===== config.mk =====
export PLATFORM = sky130hd
export DESIGN_NAME = epu_buffer
export DESIGN_NICKNAME = d
export VERILOG_FILES = /design/src/logic/epu_pkg.sv /design/src/logic/epu_buffer.sv
export SDC_FILE = /design/constraint.sdc
export NUM_CORES = 2
export LEC_CHECK = 0
export ABC_CLOCK_PERIOD_IN_PS = 5000
export BUFFER_PORTS_ARGS = -buffer_cell sky130_fd_sc_hd__buf_2
export CAP_MARGIN = 20
export CORE_UTILIZATION = 25
export CTS_BUF_LIST = sky130_fd_sc_hd__clkbuf_8
export CTS_CLUSTER_SIZE = 28
export DETAILED_ROUTE_END_ITERATION = 6
export HOLD_SLACK_MARGIN = 0.12
export PLACE_DENSITY = 0.37
export SYNTH_ARGS = -nofsm -noshare
export SYNTH_HDL_FRONTEND = slang
export SYNTH_SLANG_ARGS = --single-unit

===== constraint.sdc =====
create_clock -name clk -period 5 [get_ports clk]
set_input_delay 0.25 -clock clk [delete_from_list [all_inputs] [get_ports clk]]
set_output_delay 0.25 -clock clk [all_outputs]
set_load 0.02 [all_outputs]

===== src/logic/epu_pkg.sv =====
package epu_pkg;

    // Bus field widths
    typedef logic [31:0] addr_t;
    typedef logic [31:0] data_t;
    typedef logic [3:0]  id_t;
    typedef logic [7:0]  len_t;
    typedef logic [1:0]  resp_t;

    // Buffer word index and element count (1 to 64)
    typedef logic [5:0]  buf_idx_t;
    typedef logic [6:0]  cnt_t;

    // Offset inside the control region
    typedef logic [15:0] reg_off_t;

    // Operands sit in the low half of each word
    typedef logic signed [15:0] elem_t;
    typedef logic signed [31:0] acc_t;

    localparam int BUF_DEPTH = 64;

    // Memory map, each region spans 64 KiB
    localparam addr_t REGION_MASK = 32'hFFFF_0000;
    localparam addr_t IN_BASE     = 32'h5000_0000;
    localparam addr_t WT_BASE     = 32'h7000_0000;
    localparam addr_t CTRL_BASE   = 32'h8000_0000;

    // Control and status registers
    localparam reg_off_t REG_LEN    = 16'h0000;
    localparam reg_off_t REG_CTRL   = 16'h0004;
    localparam reg_off_t REG_RESULT = 16'h0008;
    localparam reg_off_t REG_STATUS = 16'h000C;

    localparam int CTRL_START_BIT  = 0;
    localparam int CTRL_RELU_BIT   = 1;
    localparam int STATUS_BUSY_BIT = 0;
    localparam int STATUS_DONE_BIT = 1;

    localparam resp_t RESP_OKAY = 2'b00;

    typedef enum logic [1:0] {
        S_IDLE,
        S_RD,
        S_WR,
        S_RESP
    } slave_state_e;

    // Shared by AW and AR
    typedef struct packed {
        id_t   id;
        addr_t addr;
        len_t  len;
    } axi_ar_t;

    typedef struct packed {
        data_t data;
        logic  last;
    } axi_w_t;

    typedef struct packed {
        id_t   id;
        data_t data;
        logic  last;
        resp_t resp;
    } axi_r_t;

    typedef struct packed {
        id_t   id;
        resp_t resp;
    } axi_b_t;

    typedef struct packed {
        buf_idx_t idx;
        data_t    wdata;
        logic     we;
    } buf_req_t;

    typedef struct packed {
        cnt_t count;
        logic relu;
    } mac_cmd_t;

endpackage


===== src/logic/epu_buffer.sv =====
module epu_buffer (
    input  logic               clk,
    // Bus side
    input  logic               sel_i,
    input  epu_pkg::buf_req_t  req_i,
    output epu_pkg::data_t     rdata_o,
    // Engine side, read only
    input  epu_pkg::buf_idx_t  eng_idx_i,
    output epu_pkg::data_t     eng_rdata_o
);

    epu_pkg::data_t mem [epu_pkg::BUF_DEPTH];

    // Bus port, write and registered read at the same index
    always_ff @(posedge clk) begin
        if (sel_i && req_i.we) begin
            mem[req_i.idx] <= req_i.wdata;
        end
        rdata_o <= mem[req_i.idx];
    end

    // Engine port reads every cycle, one cycle latency
    always_ff @(posedge clk) begin
        eng_rdata_o <= mem[eng_idx_i];
    end

endmodule


==> metrics <==
initial antenna violation count 44; Fin. Hold Viols 0; Die Y 621.6 um; Distinct cells, synth 58; root buffer cell clkbuf_8; Worst EP arrival between 4000 and 5000 ps; DRT iter0 DRCs 8272; largest family of logic cells by synthesized area multiplexers; Min Clock Period, post-route 3484 ps; crit start category input pin; GRT Residual Overflow 0; Gate Count Post-Synth 5326; fillcell total 37630; fraction of registers with async set or reset after synthesis 0; Worst Hold End mem[30][6]; vias per cell 5.655; number of core rows 227; Yosys top cell area share 0.6408; fin util 0.2958; number of max-cap violations 0; DRC 0; Worst VDD drop around 0.20 mV; All-Layer GR Usage 0.2410; Synth Warn # 0; I/O Pins 111; post-synthesis sequential area ratio 0.6541; Synth area leader edfxtp_1; register area about 63000 um^2; TritonCTS clock tree yes; Area growth syn-to-layout 17.84%; core area 382300 um^2; pin count of the biggest net entering global routing about 110; reg2reg start mem[29][9]; f_max 0.2870 GHz; post-synthesis compound-gate area fraction 0.08085; worst relative slew slack 0.2138; worst path required time 6040 ps; PwrDens 353.0 nW/um^2; Hold Crit Class input pin to register; final max-slew violation count 0; crit share post-route 0.6968; insertion delay to the later sink of the worst-skew pair between 1000 and 1500 ps; worst-margin pin slew 1179 ps; Post-synth EDFFs 2048; postcts setup bufs 0; R2R cell count 6; Final setup viols 0; average wire per standard cell ~43 um; via count 63200; Adder-Cell Fraction of Synth Area 0; Synth Area per Inst 18.02 um^2; clock-pin slew on the worst setup and hold paths 60 ps; first-pass GRT wire length 627300 um; Initial DRT Pass Iterations 6; gp weighted congestion 0.8381; post-synthesis simple-gate area fraction 0.02237; Final #Nets 5838; syn nets roughly 5400; prevailing post-synth register cell edfxtp_1; TNS Setup 0 ps; reg2reg end rdata_o[9]; leak pwr between 30 and 40 nW; status finished, final reports clean; multi-input logic area 31560 um^2; hold depth 2; vias in the first global route 63500; number of port buffers 110; largest buffer count on any clock path 4; starting density of the core 0.2511; Cell Area, Synth 95980 um^2; #FFs+latches synth roughly 2100; crit end category register; crit path kind input pin to register; clock tree sinks 2112; post-synthesis mux area share 0.2185; Hold Startpoint req_i[7]; XOR/XNOR Fraction of Synth Area 0; DRT Wirelength 478600 um; Die W 621.6 um; Layout Skew 81.88 ps; FF-to-FF setup slack ~2300 ps; Final ANT Viol Nets 0; full die area 386400 um^2; CTS buffer count 392; largest cells by area after synthesis edfxtp_1, mux4_2, mux2i_1, a221oi_1, mux2_2; share of cells above drive strength 1 0.3238; dpl hpwl 296200 um; crit path max fanout 55; unrepaired setup endpoints after global routing no; H-tree levels 5
==> placed cells by master (no fill, tap or decap), types with 50 or more instances in the layout <==
cell type      instances
a221oi_1             279
nand2_1              141
mux2i_1              321
clkbuf_8             420
mux4_2               694
a21oi_1               93
edfxtp_1            2048
dlygate4sd3_1         50
nor2_4                72
nor2_1               157
buf_12                81
buf_2                101
inv_1                137
clkinv_2              56
o21ai_0              130
a22o_1                50
a22oi_1              191
o22ai_1              133
dfxtp_1               64
clkinv_1              79
mux2_2               184
buf_4                287
==> layer usage <==
metal / routed length [um] / track usage / up-vias
met1: 202200 / 0.3244 / 34880
met4: 20930 / 0.09856 / 14
met2: 221200 / 0.3835 / 3570
met3: 34210 / 0.04304 / 829
li1: - / - / 23910
met5: 87 / 0 / -
==> worst max-delay path: stages <==
cell	delay, ps
dlygate4sd3_1	560
buf_8	210
buf_4	410
or2_2	440
nor2_2	700
buf_4	500
nand2_1	90
o21ai_0	80
o21ai_0	260
o2111ai_1	200
dlygate4sd3_1	570
==> worst max path at each step <==
stage,endpoint,slack [ps],startpoint
after detailed placement,rdata_o[25],1080,req_i[34]
after global routing,rdata_o[29],1680,req_i[35]
after floorplan,mem[17][0],1430,req_i[35]
after global placement,rdata_o[29],980,req_i[34]
final,rdata_o[13],1520,req_i[35]
after CTS,rdata_o[25],1770,req_i[35]
==> cell usage after synthesis (11+ instances only) <==
cell type  instances
nand3_1           29
mux2_2           184
mux2i_1          321
a31oi_1           16
nand4_1           11
a221o_1           26
a21oi_1           93
buf_2            188
o2bb2ai_1         20
o22ai_1          133
nor2_1           232
nand2_1          144
a22oi_1          191
buf_1             45
a221oi_1         279
nor2b_1           18
or4_1             12
mux4_2           694
edfxtp_1        2048
buf_4             43
clkbuf_1         160
nand2b_1          16
buf_6             24
a211oi_1          18
o21ai_0          130
dfxtp_1           64
a22o_1            50
o221ai_1          29
==> per-stage QoR <==
stage	setup slack (ps)	std cells	cell area [um^2]	hold WS, ps	power (W)
detailed placement	1077	10380	105000	667.8	0.02390
floorplan	1430	5326	95980	348.9	0.02189
global route	1678	11160	113100	121.2	0.04108
finish	1516	11180	113100	123.4	0.03992
CTS	1774	11140	112900	128.7	0.04029
global placement	983.0	10370	104800	670.7	0.02390
==> kinds of logic (layout without fill, tap and decap cells) <==
kind of cell           count (synthesis)  count (layout)
muxes                               1203            1203
buffers and inverters                465            1254
AOI/OAI and AO/OA                   1051            1051
DFF                                 2112            2112
and+or+nand+nor                      495             495
other                                  0              24
==> sequential cells by signal, summed over array words and instances, names as in the netlist <==
signal,cells
rdata_o,32
mem,2048
eng_rdata_o,32
==> where the power goes <==
part / switching (W) / leakage (nW) / internal [W]
Combinational: 0.00258 / 12.8 / 0.00129
Sequential: 0.000168 / 19.0 / 0.0196
Clock: 0.00799 / 4.30 / 0.00834
Total: 0.0107 / 36.1 / 0.0292
==> area by class of cell <==
class                   instances  share of cell area
diodes                         24           0.0005310
clock buffers                 419             0.05099
clock inverters               299             0.01427
inverters                       5           0.0003208
multi-input cells            2749              0.2790
flip-flops and latches       2112              0.5551
well taps                    5038             0.05573
repair buffers                531             0.04402
==> repair_timing <==
action,4_1_cts,5_1_grt
hold buffers,48,2
endpoints found under the setup margin,0,0
hold endpoints to repair,2094,13
gates resized for setup,0,0
Note: power is estimated with default switching activity, not from simulation.
