File: src/logic/epu_pkg.sv
package epu_pkg;

    // Bus field widths
    typedef logic [31:0] addr_t;
    typedef logic [31:0] data_t;
    typedef logic [3:0]  id_t;
    typedef logic [7:0]  len_t;
    typedef logic [1:0]  resp_t;

    // Buffer word index and element count (1 to 64)
    typedef logic [5:0]  buf_idx_t;
    typedef logic [6:0]  cnt_t;

    // Offset inside the control region
    typedef logic [15:0] reg_off_t;

    // Operands sit in the low half of each word
    typedef logic signed [15:0] elem_t;
    typedef logic signed [31:0] acc_t;

    localparam int BUF_DEPTH = 64;

    // Memory map, each region spans 64 KiB
    localparam addr_t REGION_MASK = 32'hFFFF_0000;
    localparam addr_t IN_BASE     = 32'h5000_0000;
    localparam addr_t WT_BASE     = 32'h7000_0000;
    localparam addr_t CTRL_BASE   = 32'h8000_0000;

    // Control and status registers
    localparam reg_off_t REG_LEN    = 16'h0000;
    localparam reg_off_t REG_CTRL   = 16'h0004;
    localparam reg_off_t REG_RESULT = 16'h0008;
    localparam reg_off_t REG_STATUS = 16'h000C;

    localparam int CTRL_START_BIT  = 0;
    localparam int CTRL_RELU_BIT   = 1;
    localparam int STATUS_BUSY_BIT = 0;
    localparam int STATUS_DONE_BIT = 1;

    localparam resp_t RESP_OKAY = 2'b00;

    typedef enum logic [1:0] {
        S_IDLE,
        S_RD,
        S_WR,
        S_RESP
    } slave_state_e;

    // Shared by AW and AR
    typedef struct packed {
        id_t   id;
        addr_t addr;
        len_t  len;
    } axi_ar_t;

    typedef struct packed {
        data_t data;
        logic  last;
    } axi_w_t;

    typedef struct packed {
        id_t   id;
        data_t data;
        logic  last;
        resp_t resp;
    } axi_r_t;

    typedef struct packed {
        id_t   id;
        resp_t resp;
    } axi_b_t;

    typedef struct packed {
        buf_idx_t idx;
        data_t    wdata;
        logic     we;
    } buf_req_t;

    typedef struct packed {
        cnt_t count;
        logic relu;
    } mac_cmd_t;

endpackage

File: src/logic/mac_engine.sv
module mac_engine (
    input  logic              clk,
    input  logic              rst,
    input  logic              start_i,
    input  epu_pkg::mac_cmd_t cmd_i,
    // Shared index into both buffers
    output epu_pkg::buf_idx_t idx_o,
    input  epu_pkg::data_t    in_data_i,
    input  epu_pkg::data_t    wt_data_i,
    output epu_pkg::acc_t     result_o,
    output logic              busy_o,
    output logic              done_o
);

    epu_pkg::buf_idx_t idx_q;
    epu_pkg::cnt_t     left_q;
    logic              issue;
    logic              issue_last;

    // Stage valids, v1 lines up with buffer read data
    logic v1_q;
    logic last1_q;
    logic v2_q;
    logic last2_q;

    logic relu_q;
    logic busy_q;
    logic done_q;

    epu_pkg::elem_t in_elem;
    epu_pkg::elem_t wt_elem;
    epu_pkg::acc_t  prod_q;
    epu_pkg::acc_t  acc_q;
    epu_pkg::acc_t  sum;
    epu_pkg::acc_t  result_q;

    // Index 0 is already on the bus when start arrives
    assign issue      = start_i || (left_q != '0);
    assign issue_last = start_i ? (cmd_i.count == 7'd1) : (left_q == 7'd1);
    assign idx_o      = idx_q;

    always_ff @(posedge clk or negedge rst) begin
        if (!rst) begin
            idx_q  <= '0;
            left_q <= '0;
        end else if (start_i) begin
            idx_q  <= 6'd1;
            left_q <= cmd_i.count - 7'd1;
        end else if (left_q != '0) begin
            idx_q  <= idx_q + 6'd1;
            left_q <= left_q - 7'd1;
        end else begin
            idx_q <= '0;
        end
    end

    always_ff @(posedge clk or negedge rst) begin
        if (!rst) begin
            v1_q    <= 1'b0;
            last1_q <= 1'b0;
            v2_q    <= 1'b0;
            last2_q <= 1'b0;
        end else begin
            v1_q    <= issue;
            last1_q <= issue && issue_last;
            v2_q    <= v1_q;
            last2_q <= last1_q;
        end
    end

    assign in_elem = in_data_i[15:0];
    assign wt_elem = wt_data_i[15:0];

    // Stage 1, signed 16x16 product
    always_ff @(posedge clk) begin
        if (v1_q) begin
            prod_q <= in_elem * wt_elem;
        end
    end

    // Stage 2, accumulate with wrap
    assign sum = acc_q + prod_q;

    always_ff @(posedge clk or negedge rst) begin
        if (!rst) begin
            acc_q    <= '0;
            result_q <= '0;
            relu_q   <= 1'b0;
            busy_q   <= 1'b0;
            done_q   <= 1'b0;
        end else if (start_i) begin
            acc_q  <= '0;
            relu_q <= cmd_i.relu;
            busy_q <= 1'b1;
            done_q <= 1'b0;
        end else if (v2_q) begin
            if (last2_q) begin
                acc_q    <= '0;
                result_q <= (relu_q && (sum < 0)) ? '0 : sum;
                busy_q   <= 1'b0;
                done_q   <= 1'b1;
            end else begin
                acc_q <= sum;
            end
        end
    end

    assign result_o = result_q;
    assign busy_o   = busy_q;
    assign done_o   = done_q;

    // Length register must hold a legal count when a run starts
    a_count_legal: assert property (@(posedge clk) disable iff (!rst)
        start_i |-> (cmd_i.count != '0) && (cmd_i.count <= epu_pkg::BUF_DEPTH));

endmodule

File: config.mk
export PLATFORM = sky130hd
export DESIGN_NAME = mac_engine
export DESIGN_NICKNAME = d
export VERILOG_FILES = /design/src/logic/epu_pkg.sv /design/src/logic/mac_engine.sv
export SDC_FILE = /design/constraint.sdc
export NUM_CORES = 1
export LEC_CHECK = 0
export ABC_AREA = 1
export ABC_CLOCK_PERIOD_IN_PS = 2500
export BUFFER_PORTS_ARGS = -buffer_cell sky130_fd_sc_hd__buf_2
export CORE_MARGIN = 1
export CORE_UTILIZATION = 35
export DETAILED_ROUTE_END_ITERATION = 10
export PLACE_DENSITY = 0.61
export SYNTH_ARGS = -nofsm -noshare
export SYNTH_HDL_FRONTEND = slang
export SYNTH_SLANG_ARGS = --single-unit
File: constraint.sdc
create_clock -name clk -period 2.5 [get_ports clk]
set_input_delay 0 -clock clk [delete_from_list [all_inputs] [get_ports clk]]
set_output_delay 0 -clock clk [all_outputs]
set_load 0.02 [all_outputs]
==> summary.md <==
| Metric | Value |
|---|---|
| Routed wire length | `46400 um` |
| N_diodes | `0` |
| Pre-Repair DR Iteration Count | `7` |
| Max Slew Vio Count | `0` |
| Ys flop type | `dfrtp_1` |
| Layout cell share with drive strength beyond 1 | `27.9%` |
| RSZ-0062 raised after global routing | `yes` |
| Status | `complete, but fails checks` |
| Crit path kind | `in2reg` |
| Yosys cell types | `47` |
| Num Clock Sinks | `116` |
| Iter 0 DRT Violations | `693` |
| Largest net degree at the start of global routing | `85` |
| Maximum clock path buffer count | `2` |
| Worst skew pair latency | `410 ps` |
| CTS clk-pin slew, worst paths | `60 ps` |
| Avg Inst Size Synth | `7.86 um2` |
| CP required | `2660 ps` |
| Number of global-route vias before repair | `15900` |
| CTS tree | `yes` |
| Hold Vio Cnt, Final | `0` |
| Core box area | `48800 um2` |
| Final period utilization | `181%` |
| Synth async-reset ratio | `72.4%` |
| Post-synth top area cell | `fa_1` |
| Register area share after synthesis | `17.7%` |
| Root buf cell | `clkbuf_16` |
| Die Ht | `224 um` |
| Post-DP HPWL | `37900 um` |
| MaxCap Viol Count | `0` |
| Port-buffer cells | `82` |
| Die width | `224 um` |
| Ranking of synthesized cells by area | `fa_1 30%, nand2_1 14%, dfrtp_1 12%` |
| Final #Nets | `2903` |
| Vias/cell | `4.65` |
| Worst Tran Pin Value | `1090 ps` |
| Crit. End Element | `flip-flop` |
| Yosys top cell area share | `30.5%` |
| Htree depth | `4` |
| Total CTS buffers | `17` |
| Mapped Cells | `2198` |
| First-pass GRT wire length | `77700 um` |
| Number of remaining DRC errors | `0` |
| Failing checks | `setup timing` |
| Yosys reg bits | `116` |
| Worst slack at placement | `-2660 ps` |
| Hold Path Class | `in2reg` |
| Tot GR Track Use | `19.1%` |
| Number of synthesized flops with an enable pin | `32` |
| Antenna violations before repair | `0` |
| Die area | `50300 um2` |
| Min cycle time layout | `4540 ps` |
| Syn Nets | `2655` |
| Routed via count | `14500` |
| Crit path max fanout | `4` |
| Clk_skew | `10.3 ps` |
| Area growth, synth to finish | `30.5%` |
| IO Pins | `115` |
| GR Overflow Total | `0` |
| Final setup fails | `27` |
| # rows | `81` |
| Critical path startpoint category | `input pin` |
| Yosys warning count | `0` |
| Placer Congestion | `0.980` |
| Initial Util | `35.4%` |
| Synthesized area | `17300 um2` |
| Routed len/inst | `14.9 um` |
| Slew HR | `27.2%` |
| Antenna-violating nets left | `0` |
| Max frequency | `220 MHz` |
| Final worst setup slack | `-2040 ps` |
| Critical path arrival | `4700 ps` |
[through the flow]
stage          util [%]  instances  hold WS (ps)  instance area (um2)  setup TNS [ps]
3_3_place_gp       41.0       3040           233                20000          -62460
3_5_place_dp       41.0       3040           223                20000          -63830
4_1_cts            45.1       3115          16.3                22000          -47180
5_1_grt            46.2       3123          30.4                22500          -50840
6_report           46.2       3123          36.1                22500          -46970
2_1_floorplan         -       2198          -296                18100          -52270
[metal layers]
| layer | share of wire [%] | track usage, % | wire (um) |
|---|---|---|---|
| met1 | 45 | 24.8 | 20700 |
| met2 | 49 | 33.9 | 22900 |
| met3 | 4.0 | 1.82 | 1830 |
| met4 | 2.0 | 5.11 | 950 |
| met5 | 0 | 0 | 0 |
[final timing paths]
check,from,to,slack [ps],cells past startpoint
worst min register to register,last1_q,last2_q,350,0
worst max register to register,prod_q[17],result_o[22],160,10
worst max-delay path,in_data_i[11],prod_q[30],-2040,20
max in group asynchronous,rst,result_o[26],1460,2
min in group asynchronous,rst,left_q[0],350,2
worst min-delay path,cmd_i[4],left_q[3],40,4
[flip-flops by register name (all words and copies together) (netlist names)]
| register | cells |
|---|---|
| acc_q | 32 |
| busy_o | 1 |
| done_o | 1 |
| idx_o | 6 |
| last1_q | 1 |
| last2_q | 1 |
| left_q | 7 |
| prod_q | 32 |
| relu_q | 1 |
| result_o | 32 |
| v1_q | 1 |
| v2_q | 1 |
[synth_stat cells (all sizes together), types with 2 or more instances]
cell type,n
fa,263
nor2,110
nand3,116
dfrtp,84
nand3b,5
ha,119
o21bai,5
xnor2,18
a21o,8
a21oi,53
clkinv,2
nor3,14
nand2,643
o21ai,30
xor2,43
or2,5
a32o,9
and2,4
edfxtp,32
o221ai,2
inv,531
clkbuf,71
buf,7
nand4,10
a31oi,5
[layout make-up]
| type | instances | area (um2) |
|---|---|---|
| inverters | 533 | 2020 |
| repair buffers | 307 | 2680 |
| fillers | 4670 | 26300 |
| clock inverters | 12 | 103 |
| multi-input cells | 1471 | 13400 |
| flip-flops and latches | 116 | 3060 |
| well taps | 664 | 831 |
| clock buffers | 20 | 468 |
[cell usage in the layout, fill, tap and decap left out, types with 13 or more instances in the layout]
| cell type | count |
|---|---|
| fa_2 | 27 |
| nor2_1 | 77 |
| o21ai_0 | 19 |
| clkbuf_16 | 19 |
| inv_2 | 61 |
| a21oi_1 | 24 |
| buf_2 | 52 |
| nor2_2 | 17 |
| fa_1 | 236 |
| xnor2_1 | 14 |
| nand2_1 | 566 |
| ha_4 | 38 |
| ha_1 | 78 |
| buf_4 | 167 |
| buf_12 | 13 |
| nand2_2 | 55 |
| buf_6 | 49 |
| dfrtp_1 | 84 |
| a21oi_4 | 14 |
| buf_8 | 13 |
| inv_1 | 462 |
| nand3_1 | 72 |
| nor2_4 | 16 |
| xor2_1 | 37 |
| a21oi_2 | 15 |
| nand3_2 | 40 |
| edfxtp_1 | 32 |
| nand2_4 | 22 |
[worst max-delay path, cell delays in order]
cell and delay (ps):
buf_8 110, buf_6 120, buf_12 120, buf_6 110, nand2_2 60, inv_2 40
fa_1 490, fa_1 570, fa_1 440, fa_1 530, fa_2 450, fa_2 560
ha_4 210, buf_6 120, a21oi_4 160, inv_2 50, a21oi_2 130, o21ai_1 80
nand3b_1 170, xor2_1 170
[cells by family (layout without fill, tap and decap cells)]
logic type,after synthesis,in the layout,synth area share (%)
AO/OA/AOI/OAI,119,119,4.13
XOR/XNOR,61,61,3.09
adder cells (fa/ha/maj),382,382,39.1
buffers and inverters,611,872,13.6
flip-flops,116,116,17.7
AND/OR/NAND/NOR,909,909,22.4
[what timing repair did]
item	in CTS	in global routing
resized for setup	305	112
cloned	1	1
endpoints found under the hold margin	91	0
hold buffers	10	0
setup endpoints to repair	27	35
pin swaps	135	92
buffers inserted	32	8
Power is left out: the tool's default activity adds up to more than one toggle a clock period on the data nets, which glitch-free logic cannot reach.
