==> config.mk <==
export PLATFORM = sky130hd
export DESIGN_NAME = epu_axi_slave
export DESIGN_NICKNAME = d
export VERILOG_FILES = /design/src/logic/epu_pkg.sv /design/src/logic/epu_axi_slave.sv
export SDC_FILE = /design/constraint.sdc
export NUM_CORES = 1
export LEC_CHECK = 0
export BUFFER_PORTS_ARGS = -buffer_cell sky130_fd_sc_hd__buf_2
export CORE_AREA = 2 2 127 129
export CTS_CLUSTER_DIAMETER = 200
export DETAILED_ROUTE_END_ITERATION = 7
export DIE_AREA = 0 0 129 131
export PLACE_DENSITY = 0.75
export SLEW_MARGIN = 20
export SYNTH_ARGS = -nofsm -noshare
export SYNTH_HDL_FRONTEND = slang
export SYNTH_SLANG_ARGS = --single-unit
export TNS_END_PERCENT = 5
==> constraint.sdc <==
create_clock -name clk -period 7.1 [get_ports clk]
set_input_delay 0.71 -clock clk [delete_from_list [all_inputs] [get_ports clk]]
set_output_delay 0.71 -clock clk [all_outputs]
set_load 0.02 [all_outputs]
==> src/logic/epu_pkg.sv <==
package epu_pkg;

    // Bus field widths
    typedef logic [31:0] addr_t;
    typedef logic [31:0] data_t;
    typedef logic [3:0]  id_t;
    typedef logic [7:0]  len_t;
    typedef logic [1:0]  resp_t;

    // Buffer word index and element count (1 to 64)
    typedef logic [5:0]  buf_idx_t;
    typedef logic [6:0]  cnt_t;

    // Offset inside the control region
    typedef logic [15:0] reg_off_t;

    // Operands sit in the low half of each word
    typedef logic signed [15:0] elem_t;
    typedef logic signed [31:0] acc_t;

    localparam int BUF_DEPTH = 64;

    // Memory map, each region spans 64 KiB
    localparam addr_t REGION_MASK = 32'hFFFF_0000;
    localparam addr_t IN_BASE     = 32'h5000_0000;
    localparam addr_t WT_BASE     = 32'h7000_0000;
    localparam addr_t CTRL_BASE   = 32'h8000_0000;

    // Control and status registers
    localparam reg_off_t REG_LEN    = 16'h0000;
    localparam reg_off_t REG_CTRL   = 16'h0004;
    localparam reg_off_t REG_RESULT = 16'h0008;
    localparam reg_off_t REG_STATUS = 16'h000C;

    localparam int CTRL_START_BIT  = 0;
    localparam int CTRL_RELU_BIT   = 1;
    localparam int STATUS_BUSY_BIT = 0;
    localparam int STATUS_DONE_BIT = 1;

    localparam resp_t RESP_OKAY = 2'b00;

    typedef enum logic [1:0] {
        S_IDLE,
        S_RD,
        S_WR,
        S_RESP
    } slave_state_e;

    // Shared by AW and AR
    typedef struct packed {
        id_t   id;
        addr_t addr;
        len_t  len;
    } axi_ar_t;

    typedef struct packed {
        data_t data;
        logic  last;
    } axi_w_t;

    typedef struct packed {
        id_t   id;
        data_t data;
        logic  last;
        resp_t resp;
    } axi_r_t;

    typedef struct packed {
        id_t   id;
        resp_t resp;
    } axi_b_t;

    typedef struct packed {
        buf_idx_t idx;
        data_t    wdata;
        logic     we;
    } buf_req_t;

    typedef struct packed {
        cnt_t count;
        logic relu;
    } mac_cmd_t;

endpackage

==> src/logic/epu_axi_slave.sv <==
module epu_axi_slave (
    input  logic              clk,
    input  logic              rst,
    // Address channels
    input  epu_pkg::axi_ar_t  aw_i,
    input  logic              aw_valid_i,
    output logic              aw_ready_o,
    input  epu_pkg::axi_ar_t  ar_i,
    input  logic              ar_valid_i,
    output logic              ar_ready_o,
    // Write data and response
    input  epu_pkg::axi_w_t   w_i,
    input  logic              w_valid_i,
    output logic              w_ready_o,
    output epu_pkg::axi_b_t   b_o,
    output logic              b_valid_o,
    input  logic              b_ready_i,
    // Read data
    output epu_pkg::axi_r_t   r_o,
    output logic              r_valid_o,
    input  logic              r_ready_i,
    // Buffer side
    output epu_pkg::buf_req_t buf_req_o,
    output logic              in_sel_o,
    output logic              wt_sel_o,
    input  epu_pkg::data_t    in_rdata_i,
    input  epu_pkg::data_t    wt_rdata_i,
    // Engine side
    output epu_pkg::mac_cmd_t cmd_o,
    output logic              start_o,
    input  epu_pkg::acc_t     result_i,
    input  logic              busy_i,
    input  logic              done_i
);

    epu_pkg::slave_state_e state_q;
    epu_pkg::slave_state_e state_d;

    logic aw_hs;
    logic ar_hs;
    logic w_hs;
    logic r_hs;
    logic r_last;

    // Burst context, captured on the address handshake
    epu_pkg::id_t   id_q;
    epu_pkg::len_t  len_q;
    epu_pkg::len_t  beat_q;
    epu_pkg::addr_t addr_q;
    epu_pkg::addr_t hs_addr;
    epu_pkg::addr_t rd_addr;
    logic           in_hit_q;
    logic           wt_hit_q;
    logic           ctrl_hit_q;

    // Control registers
    epu_pkg::cnt_t  len_reg_q;
    logic           relu_q;
    logic           start_q;
    logic           reg_wr;
    epu_pkg::data_t reg_rdata;
    epu_pkg::data_t reg_rdata_q;

    // AW wins over AR when both arrive in S_IDLE
    assign aw_ready_o = state_q == epu_pkg::S_IDLE;
    assign ar_ready_o = (state_q == epu_pkg::S_IDLE) && !aw_valid_i;
    assign w_ready_o  = state_q == epu_pkg::S_WR;
    assign r_valid_o  = state_q == epu_pkg::S_RD;
    assign b_valid_o  = state_q == epu_pkg::S_RESP;

    assign aw_hs  = aw_valid_i && aw_ready_o;
    assign ar_hs  = ar_valid_i && ar_ready_o;
    assign w_hs   = w_valid_i && w_ready_o;
    assign r_hs   = r_valid_o && r_ready_i;
    assign r_last = beat_q == len_q;

    assign hs_addr = aw_hs ? aw_i.addr : ar_i.addr;

    always_ff @(posedge clk or negedge rst) begin
        if (!rst) begin
            state_q <= epu_pkg::S_IDLE;
        end else begin
            state_q <= state_d;
        end
    end

    always_comb begin
        state_d = state_q;
        case (state_q)
            epu_pkg::S_IDLE: begin
                if (aw_hs) begin
                    state_d = epu_pkg::S_WR;
                end else if (ar_hs) begin
                    state_d = epu_pkg::S_RD;
                end
            end
            epu_pkg::S_WR: begin
                if (w_hs && w_i.last) begin
                    state_d = epu_pkg::S_RESP;
                end
            end
            epu_pkg::S_RD: begin
                if (r_hs && r_last) begin
                    state_d = epu_pkg::S_IDLE;
                end
            end
            epu_pkg::S_RESP: begin
                if (b_ready_i) begin
                    state_d = epu_pkg::S_IDLE;
                end
            end
            default: state_d = epu_pkg::S_IDLE;
        endcase
    end

    // Region decode happens once, on the address handshake
    always_ff @(posedge clk or negedge rst) begin
        if (!rst) begin
            id_q       <= '0;
            len_q      <= '0;
            beat_q     <= '0;
            addr_q     <= '0;
            in_hit_q   <= 1'b0;
            wt_hit_q   <= 1'b0;
            ctrl_hit_q <= 1'b0;
        end else if (aw_hs || ar_hs) begin
            id_q       <= aw_hs ? aw_i.id : ar_i.id;
            len_q      <= aw_hs ? aw_i.len : ar_i.len;
            beat_q     <= '0;
            addr_q     <= hs_addr;
            in_hit_q   <= (hs_addr & epu_pkg::REGION_MASK) == epu_pkg::IN_BASE;
            wt_hit_q   <= (hs_addr & epu_pkg::REGION_MASK) == epu_pkg::WT_BASE;
            ctrl_hit_q <= (hs_addr & epu_pkg::REGION_MASK) == epu_pkg::CTRL_BASE;
        end else if (w_hs || r_hs) begin
            beat_q <= beat_q + 8'd1;
            addr_q <= addr_q + 32'd4;
        end
    end

    // Look one word ahead on a read transfer so the next beat is ready a cycle later
    always_comb begin
        if (state_q == epu_pkg::S_RD) begin
            rd_addr = r_hs ? addr_q + 32'd4 : addr_q;
        end else begin
            rd_addr = ar_i.addr;
        end
    end

    assign buf_req_o.idx   = (state_q == epu_pkg::S_WR) ? addr_q[7:2] : rd_addr[7:2];
    assign buf_req_o.wdata = w_i.data;
    assign buf_req_o.we    = w_hs && !busy_i;
    assign in_sel_o        = in_hit_q;
    assign wt_sel_o        = wt_hit_q;

    assign reg_wr = w_hs && ctrl_hit_q;

    always_ff @(posedge clk or negedge rst) begin
        if (!rst) begin
            len_reg_q <= 7'd1;
            relu_q    <= 1'b0;
            start_q   <= 1'b0;
        end else begin
            start_q <= 1'b0;
            if (reg_wr && (addr_q[15:0] == epu_pkg::REG_LEN)) begin
                len_reg_q <= w_i.data[6:0];
            end
            if (reg_wr && (addr_q[15:0] == epu_pkg::REG_CTRL)) begin
                relu_q  <= w_i.data[epu_pkg::CTRL_RELU_BIT];
                // A start while a run is pending is dropped
                start_q <= w_i.data[epu_pkg::CTRL_START_BIT] && !busy_i && !start_q;
            end
        end
    end

    always_comb begin
        reg_rdata = '0;
        case (epu_pkg::reg_off_t'(rd_addr[15:0]))
            epu_pkg::REG_LEN:    reg_rdata = epu_pkg::data_t'(len_reg_q);
            epu_pkg::REG_CTRL:   reg_rdata[epu_pkg::CTRL_RELU_BIT] = relu_q;
            epu_pkg::REG_RESULT: reg_rdata = epu_pkg::data_t'(result_i);
            epu_pkg::REG_STATUS: begin
                reg_rdata[epu_pkg::STATUS_BUSY_BIT] = busy_i;
                reg_rdata[epu_pkg::STATUS_DONE_BIT] = done_i;
            end
            default: reg_rdata = '0;
        endcase
    end

    // Sampled once per beat so the word holds under back-pressure
    always_ff @(posedge clk) begin
        if (ar_hs || r_hs) begin
            reg_rdata_q <= reg_rdata;
        end
    end

    always_comb begin
        r_o.id   = id_q;
        r_o.last = r_last;
        r_o.resp = epu_pkg::RESP_OKAY;
        if (in_hit_q) begin
            r_o.data = in_rdata_i;
        end else if (wt_hit_q) begin
            r_o.data = wt_rdata_i;
        end else if (ctrl_hit_q) begin
            r_o.data = reg_rdata_q;
        end else begin
            r_o.data = '0;
        end
    end

    assign b_o.id   = id_q;
    assign b_o.resp = epu_pkg::RESP_OKAY;

    assign cmd_o.count = len_reg_q;
    assign cmd_o.relu  = relu_q;
    assign start_o     = start_q;

    // A buffer burst stays within the 64-word window
    a_burst_in_buf: assert property (@(posedge clk) disable iff (!rst)
        (state_q inside {epu_pkg::S_WR, epu_pkg::S_RD}) && (in_hit_q || wt_hit_q)
        |-> (addr_q[15:2] < epu_pkg::BUF_DEPTH));

    a_start_idle: assert property (@(posedge clk) disable iff (!rst)
        start_o |-> !busy_i);

endmodule

==> results of run 1 <==
cell usage in the layout, fill, tap and decap left out, drive strengths merged, types with 9 or more instances in the layout:
cell type / count
mux2i: 11
buf: 282
nor4: 43
dfrtp: 49
edfxtp: 32
clkbuf: 11
nor2: 45
mux2: 18
nand3: 17
inv: 11
xor2: 9
o21ai: 52
nand2: 128
a31oi: 14
a22oi: 36
xnor2: 18
area by class of cell:
cell class	count	area [sq um]	share of cell area [%]
flip-flops and latches	82	2215	29.64
inverters	9	33.78	0.4522
clock inverters	5	57.56	0.7704
well taps	216	270.3	3.617
clock buffers	11	264.0	3.534
repair buffers	282	1451	19.43
multi-input cells	483	3177	42.52
diodes	1	2.502	0.03350
worst max-delay path by stage:
stage	from	to	slack (ns)	cells past startpoint
detailed placement	state_q[0]	reg_rdata_q[11]	3.97	6
global route	state_q[0]	reg_rdata_q[12]	3.69	6
CTS	state_q[0]	reg_rdata_q[11]	3.97	6
floorplan	aw_valid_i	reg_rdata_q[0]	3.99	5
global placement	state_q[0]	reg_rdata_q[13]	4.14	6
finish	state_q[0]	reg_rdata_q[11]	3.96	6
sequential cells by signal, summed over array words and instances (netlist names), 2 cells and up:
name         count
len_reg_q        7
beat_q           8
id_q             4
len_q            8
state_q          2
reg_rdata_q     32
addr_q          16
critical path: stages, from the launching register on:
cell and delay (ns):
dfrtp_1 0.82, nand2b_2 0.20, inv_2 0.23, mux2i_4 0.42, nor2b_2 0.89, nand2_1 0.18
nor4_2 0.20
kinds of logic after synthesis:
logic type      count (synthesis)  share of synthesized area [%]
buf+inv                       103                          10.23
other cells                     1                        0.06307
xor+xnor                       27                          3.977
mux                            30                          6.061
simple gates                  279                          26.22
flops                          82                          37.23
fa+ha+maj                       4                         0.8418
compound gates                139                          15.38
report_power, final:
group / internal, mW / switching (mW)
Clock: 0.304 / 0.199
Combinational: 0.457 / 0.811
Sequential: 0.656 / 0.181
Total: 1.42 / 1.19
routing by layer:
metal | track usage, % | wire [um] | up-vias
met5 | 0 | 0 | -
met4 | 8.376 | 536 | 0
met3 | 5.456 | 1319 | 37
met2 | 42.27 | 10740 | 269
met1 | 27.64 | 8061 | 2801
li1 | - | - | 2782
stage by stage:
stage	hold WS, ns	instances
floorplan	0.4144	668
global placement	0.4202	1071
detailed placement	0.4269	1071
CTS	0.4351	1087
global route	0.4381	1089
finish	0.4382	1089
==> reports/results.ini, run 1 <==
[timing]
setup-violations-final=0
rsz0062_at_grt=no
setup_ws_ns=3.963
tightest_slew_ns=1.011
relSlewSlack_pct=32.29
post-route-period-util_pct=44.18
skew_ns=0.006562
hold_violations=0
fmax_ghz=0.3188
drv_slew=0
period_minus_slack_ns=3.137
tns_ns=0

[worst_setup_path]
crit_path_end_kind=flop
path_class=flop to flop
critPathLaunchType=flop
r2r-start=state_q[0]
required_ns=7.27
ff2ff_setup_slack_ns=3.96
critPathMaxFanout=25
rr_endpoint=reg_rdata_q[11]
cp.arrival_ns=3.30
rr_worst_depth=6

[global_route]
grt_usage_pct=23.54
gr-total-overflow=0
grt_max_degree=67
antenna_found_initial=1
grt_pass1_vias=5434
grt_pass1_wl_mm=29.97

[routing]
wl_per_cell_um=18.97
firstDrtPassIters=7
wl_mm=20.66
drtIter0Drc=524
postRouteAntennaNets=0
via_per_inst=5.408
drc=0
via_count=5889

[hold_path]
holdCritStartpoint=start_o
min_path_cells=1
hold_end=start_o
hold_class=flop to flop

[clock_network]
post-cts-setup-buffers=0
clock_sinks=82
cts_buffer_depth=2
cts_max_level=3
clockRootBuffer=clkbuf_16
clk_pin_slew_worst_paths_ns=0.07
cts_resized=0
cts_buffers=9
clk_latency_ns=0.35
ctsHoldBuffers=0
cts_tree=built

[outcome]
status=completed

[final_layout]
postLayoutCellArea_sq_um=7471
layout.nets=1097
syn_to_final_growth_pct=25.65
drive_gt1_share_pct=41.17
fin_util_pct=47.90
nFillCells=1545

[floorplanning]
floorplan.io_pins=326
die_y_um=131
initial_utilization_pct=38.12
die_width_um=129
die-area_sq_um=16900
coreArea_sq_um=15600
rows=46

[synthesis]
synth_edf_count=32
seq_area_frac_synth_pct=37.23
synthCells=665
yosysWarningCount=0
ys_ff_latch=82
yosys-top-cells-area=dfrtp_1, edfxtp_1, nand2_1, nor4_2, buf_4
yosysMostFrequentCell=nand2_1
post-synth-top-area-cell=dfrtp_1
synth_cell_types=62
synthesis.area_sq_um=5946
yosysTopAreaCellShare_pct=20.62
yosys-top-cells-count=nand2_1, dfrtp_1, buf_4
synth.avg_cell_area_sq_um=8.941
synth-main-ff-cell=dfrtp_1
postSynth.asyncResetShare_pct=60.98

[place]
placed_area_sq_um=7127
dpl.hpwl_mm=16.02
pre_cts_slack_ns=3.969
gp_congestion=0.8491
port_buffers=271

[power_and_ir_drop]
peakVddDrop_uv=270.3
total_power_mw=2.608
power.leakage_nw=3.226
power.density_nw_per_um2=349.1

[run]
drv_cap=0

Note: power is estimated with default switching activity, not from simulation.
==> inputs of run 2 (changes only) <==
--- a/config.mk
+++ b/config.mk
@@ -6,11 +6,11 @@
 export NUM_CORES = 1
 export LEC_CHECK = 0
 export BUFFER_PORTS_ARGS = -buffer_cell sky130_fd_sc_hd__buf_2
-export CORE_AREA = 2 2 127 129
+export CORE_AREA = 2 2 128 130
 export CTS_CLUSTER_DIAMETER = 200
 export DETAILED_ROUTE_END_ITERATION = 7
-export DIE_AREA = 0 0 129 131
-export PLACE_DENSITY = 0.75
+export DIE_AREA = 0 0 130 132
+export PLACE_DENSITY = 0.74
 export SLEW_MARGIN = 20
 export SYNTH_ARGS = -nofsm -noshare
 export SYNTH_HDL_FRONTEND = slang
==> constraint.sdc (replaced) <==
create_clock -name clk -period 3.15 [get_ports clk]
set_input_delay 0.315 -clock clk [delete_from_list [all_inputs] [get_ports clk]]
set_output_delay 0.315 -clock clk [all_outputs]
set_load 0.02 [all_outputs]
==> run 2 against run 1 <==
  * Final cell count grew 0.92%
  * Critical path type unchanged
  * Hold slack lost 0.35 ns
  * Clock-buffer cell count grew 1
  * Clock power grew 87%
  * Final area grew 0.23%
  * Critical endpoint is now reg_rdata_q[15]
  * Clock skew is essentially flat
  * Combinational power grew 140%
==> reports/results.ini, run 2 (same netlist as run 1, synthesis figures left out) <==
[place]
pre_cts_slack_ns=0.4617  ; -3.508 ns
placed_area_sq_um=7229  ; +1.4%
port_buffers=271  ; unchanged
gp_congestion=0.8803  ; +3.7%
dp_cells=1082  ; +1.0%
dpl.hpwl_mm=15.63  ; -2.4%

[routing]
via_count=5705  ; -3.1%
drc=0  ; unchanged
drtIter0Drc=344  ; -34%
wl_mm=19.62  ; -5.1%
firstDrtPassIters=5  ; -2
via_per_inst=5.191  ; -4.0%
postRouteAntennaNets=0  ; unchanged
wl_per_cell_um=17.85  ; -5.9%

[timing]
skew_ns=0.006836  ; +0.0002737 ns
tightest_slew_ns=0.9725  ; -0.03861 ns
fmax_ghz=0.3726  ; +17%
post-route-period-util_pct=85.19  ; +41 points
tns_ns=0  ; unchanged
period_minus_slack_ns=2.684  ; -0.4530 ns
setup-violations-final=0  ; unchanged
hold_violations=0  ; unchanged
rsz0062_at_grt=no
setup_ws_ns=0.4665  ; -3.497 ns
drv_slew=0  ; unchanged
relSlewSlack_pct=34.87  ; +2.6 points
hold_ws_ns=0.09128  ; -0.3470 ns

[worst_setup_path]
slowest_delay_ns=0.54  ; -0.35 ns
rr_worst_depth=7  ; +1
worstPathCellList=ha_1, nand4_1, xnor2_1, nor4bb_1, o21ai_4, buf_4, nor4_2
critPathTopFamily=simple AND/OR/NAND/NOR gates
path_depth=7  ; +1
ff2ff_setup_slack_ns=0.47  ; -3.50 ns
crit_end=reg_rdata_q[15]
required_ns=3.31  ; -3.96 ns
critPathLaunchType=flop
crit_path_top_delay_cell=dfrtp_1
r2r-start=addr_q[2]
cp.arrival_ns=2.84  ; -0.46 ns
crit_path_end_kind=flop
path_class=flop to flop
critPathMaxFanout=21  ; -16%
crit_start=addr_q[2]
crit_buf_inv=1  ; unchanged
rr_endpoint=reg_rdata_q[15]

[power_and_ir_drop]
peakVddDrop_uv=480.0  ; +78%
total_power_mw=5.794  ; +120%
power.leakage_nw=3.251  ; +0.75%
power.density_nw_per_um2=773.8  ; +120%

[floorplanning]
die_width_um=130  ; +0.78%
floorplan.io_pins=326  ; unchanged
rows=46  ; unchanged
initial_utilization_pct=37.84  ; -0.28 points
coreArea_sq_um=15710  ; +0.74%
die_y_um=132  ; +0.76%
die-area_sq_um=17160  ; +1.5%

[global_route]
grt_usage_pct=22.53  ; -1.0 points
antenna_found_initial=1  ; unchanged
grt_pass1_wl_mm=29.73  ; -0.80%
gr-total-overflow=0  ; unchanged
grt_pass1_vias=5562  ; +2.4%
grt_max_degree=67  ; unchanged

[final_layout]
largest-register=reg_rdata_q
drive_gt1_share_pct=41.38  ; +0.21 points
final_cell_mix=buf_2, nand2_1, dfrtp_1, nor2_1, o21ai_0
seq_area_sq_um=2215  ; unchanged
nFillCells=1544  ; -0.065%
syn_to_final_growth_pct=25.95
largest_reg_flops=32  ; unchanged
fin_util_pct=47.66  ; -0.24 points
layout.nets=1107  ; +0.91%
postLayoutCellArea_sq_um=7488  ; +0.23%
final_common_cell=buf_2
multi_input_area_sq_um=3172  ; -0.16%
final_cells=1099  ; +0.92%
top_regs=reg_rdata_q: 32 flops, addr_q: 16 flops

[outcome]
status=completed

[hold_path]
hold_class=primary input to async pin

[clock_network]
clk_latency_ns=0.34  ; about the same
cts_buffer_depth=2  ; unchanged
cts_tree=built
post-cts-setup-buffers=0  ; unchanged
clk_pin_slew_worst_paths_ns=0.06  ; about the same
ctsHoldBuffers=0  ; unchanged
cts_buffers=9  ; unchanged
cts_resized=0  ; unchanged
clock_sinks=82  ; unchanged
cts_max_level=3  ; unchanged
clockRootBuffer=clkbuf_16

[run]
drv_cap=0  ; unchanged

[run 2: cell type report]
cell class / instances / share of cell area, %
multi-input combinational: 483 / 42.36
sequential: 82 / 29.57
timing repair buffer: 292 / 20.55
tap: 216 / 3.609
clock buffer: 12 / 3.158
inverter: 9 / 0.4511
clock inverter: 4 / 0.2673
antenna: 1 / 0.03342
[run 2: worst min-delay path by stage]
stage	start	endpoint	slack, ns	cells past startpoint
2_1_floorplan	rst	addr_q[0]	0.02	0
3_3_place_gp	start_o	start_o	0.42	1
3_5_place_dp	start_o	start_o	0.46	1
4_1_cts	rst	len_q[3]	0.10	1
5_1_grt	rst	beat_q[4]	0.16	1
6_report	rst	len_q[5]	0.09	1
[run 2: layer usage]
metal / track usage (%) / wire (um) / vias up / share of wire, %
met5: 0 / 0 / - / 0
met4: 6.272 / 368 / 0 / 1.9
met3: 6.169 / 1485 / 20 / 7.6
met2: 41.48 / 10600 / 229 / 54
met1: 25.10 / 7161 / 2657 / 37
li1: - / - / 2799 / -
[run 2: report_power, final]
group	switching (mW)	internal (mW)	leakage [nW]
sequential	0.330	1.48	0.952
clock	0.414	0.529	0.130
combinational	1.90	1.14	2.17
total	2.65	3.15	3.25
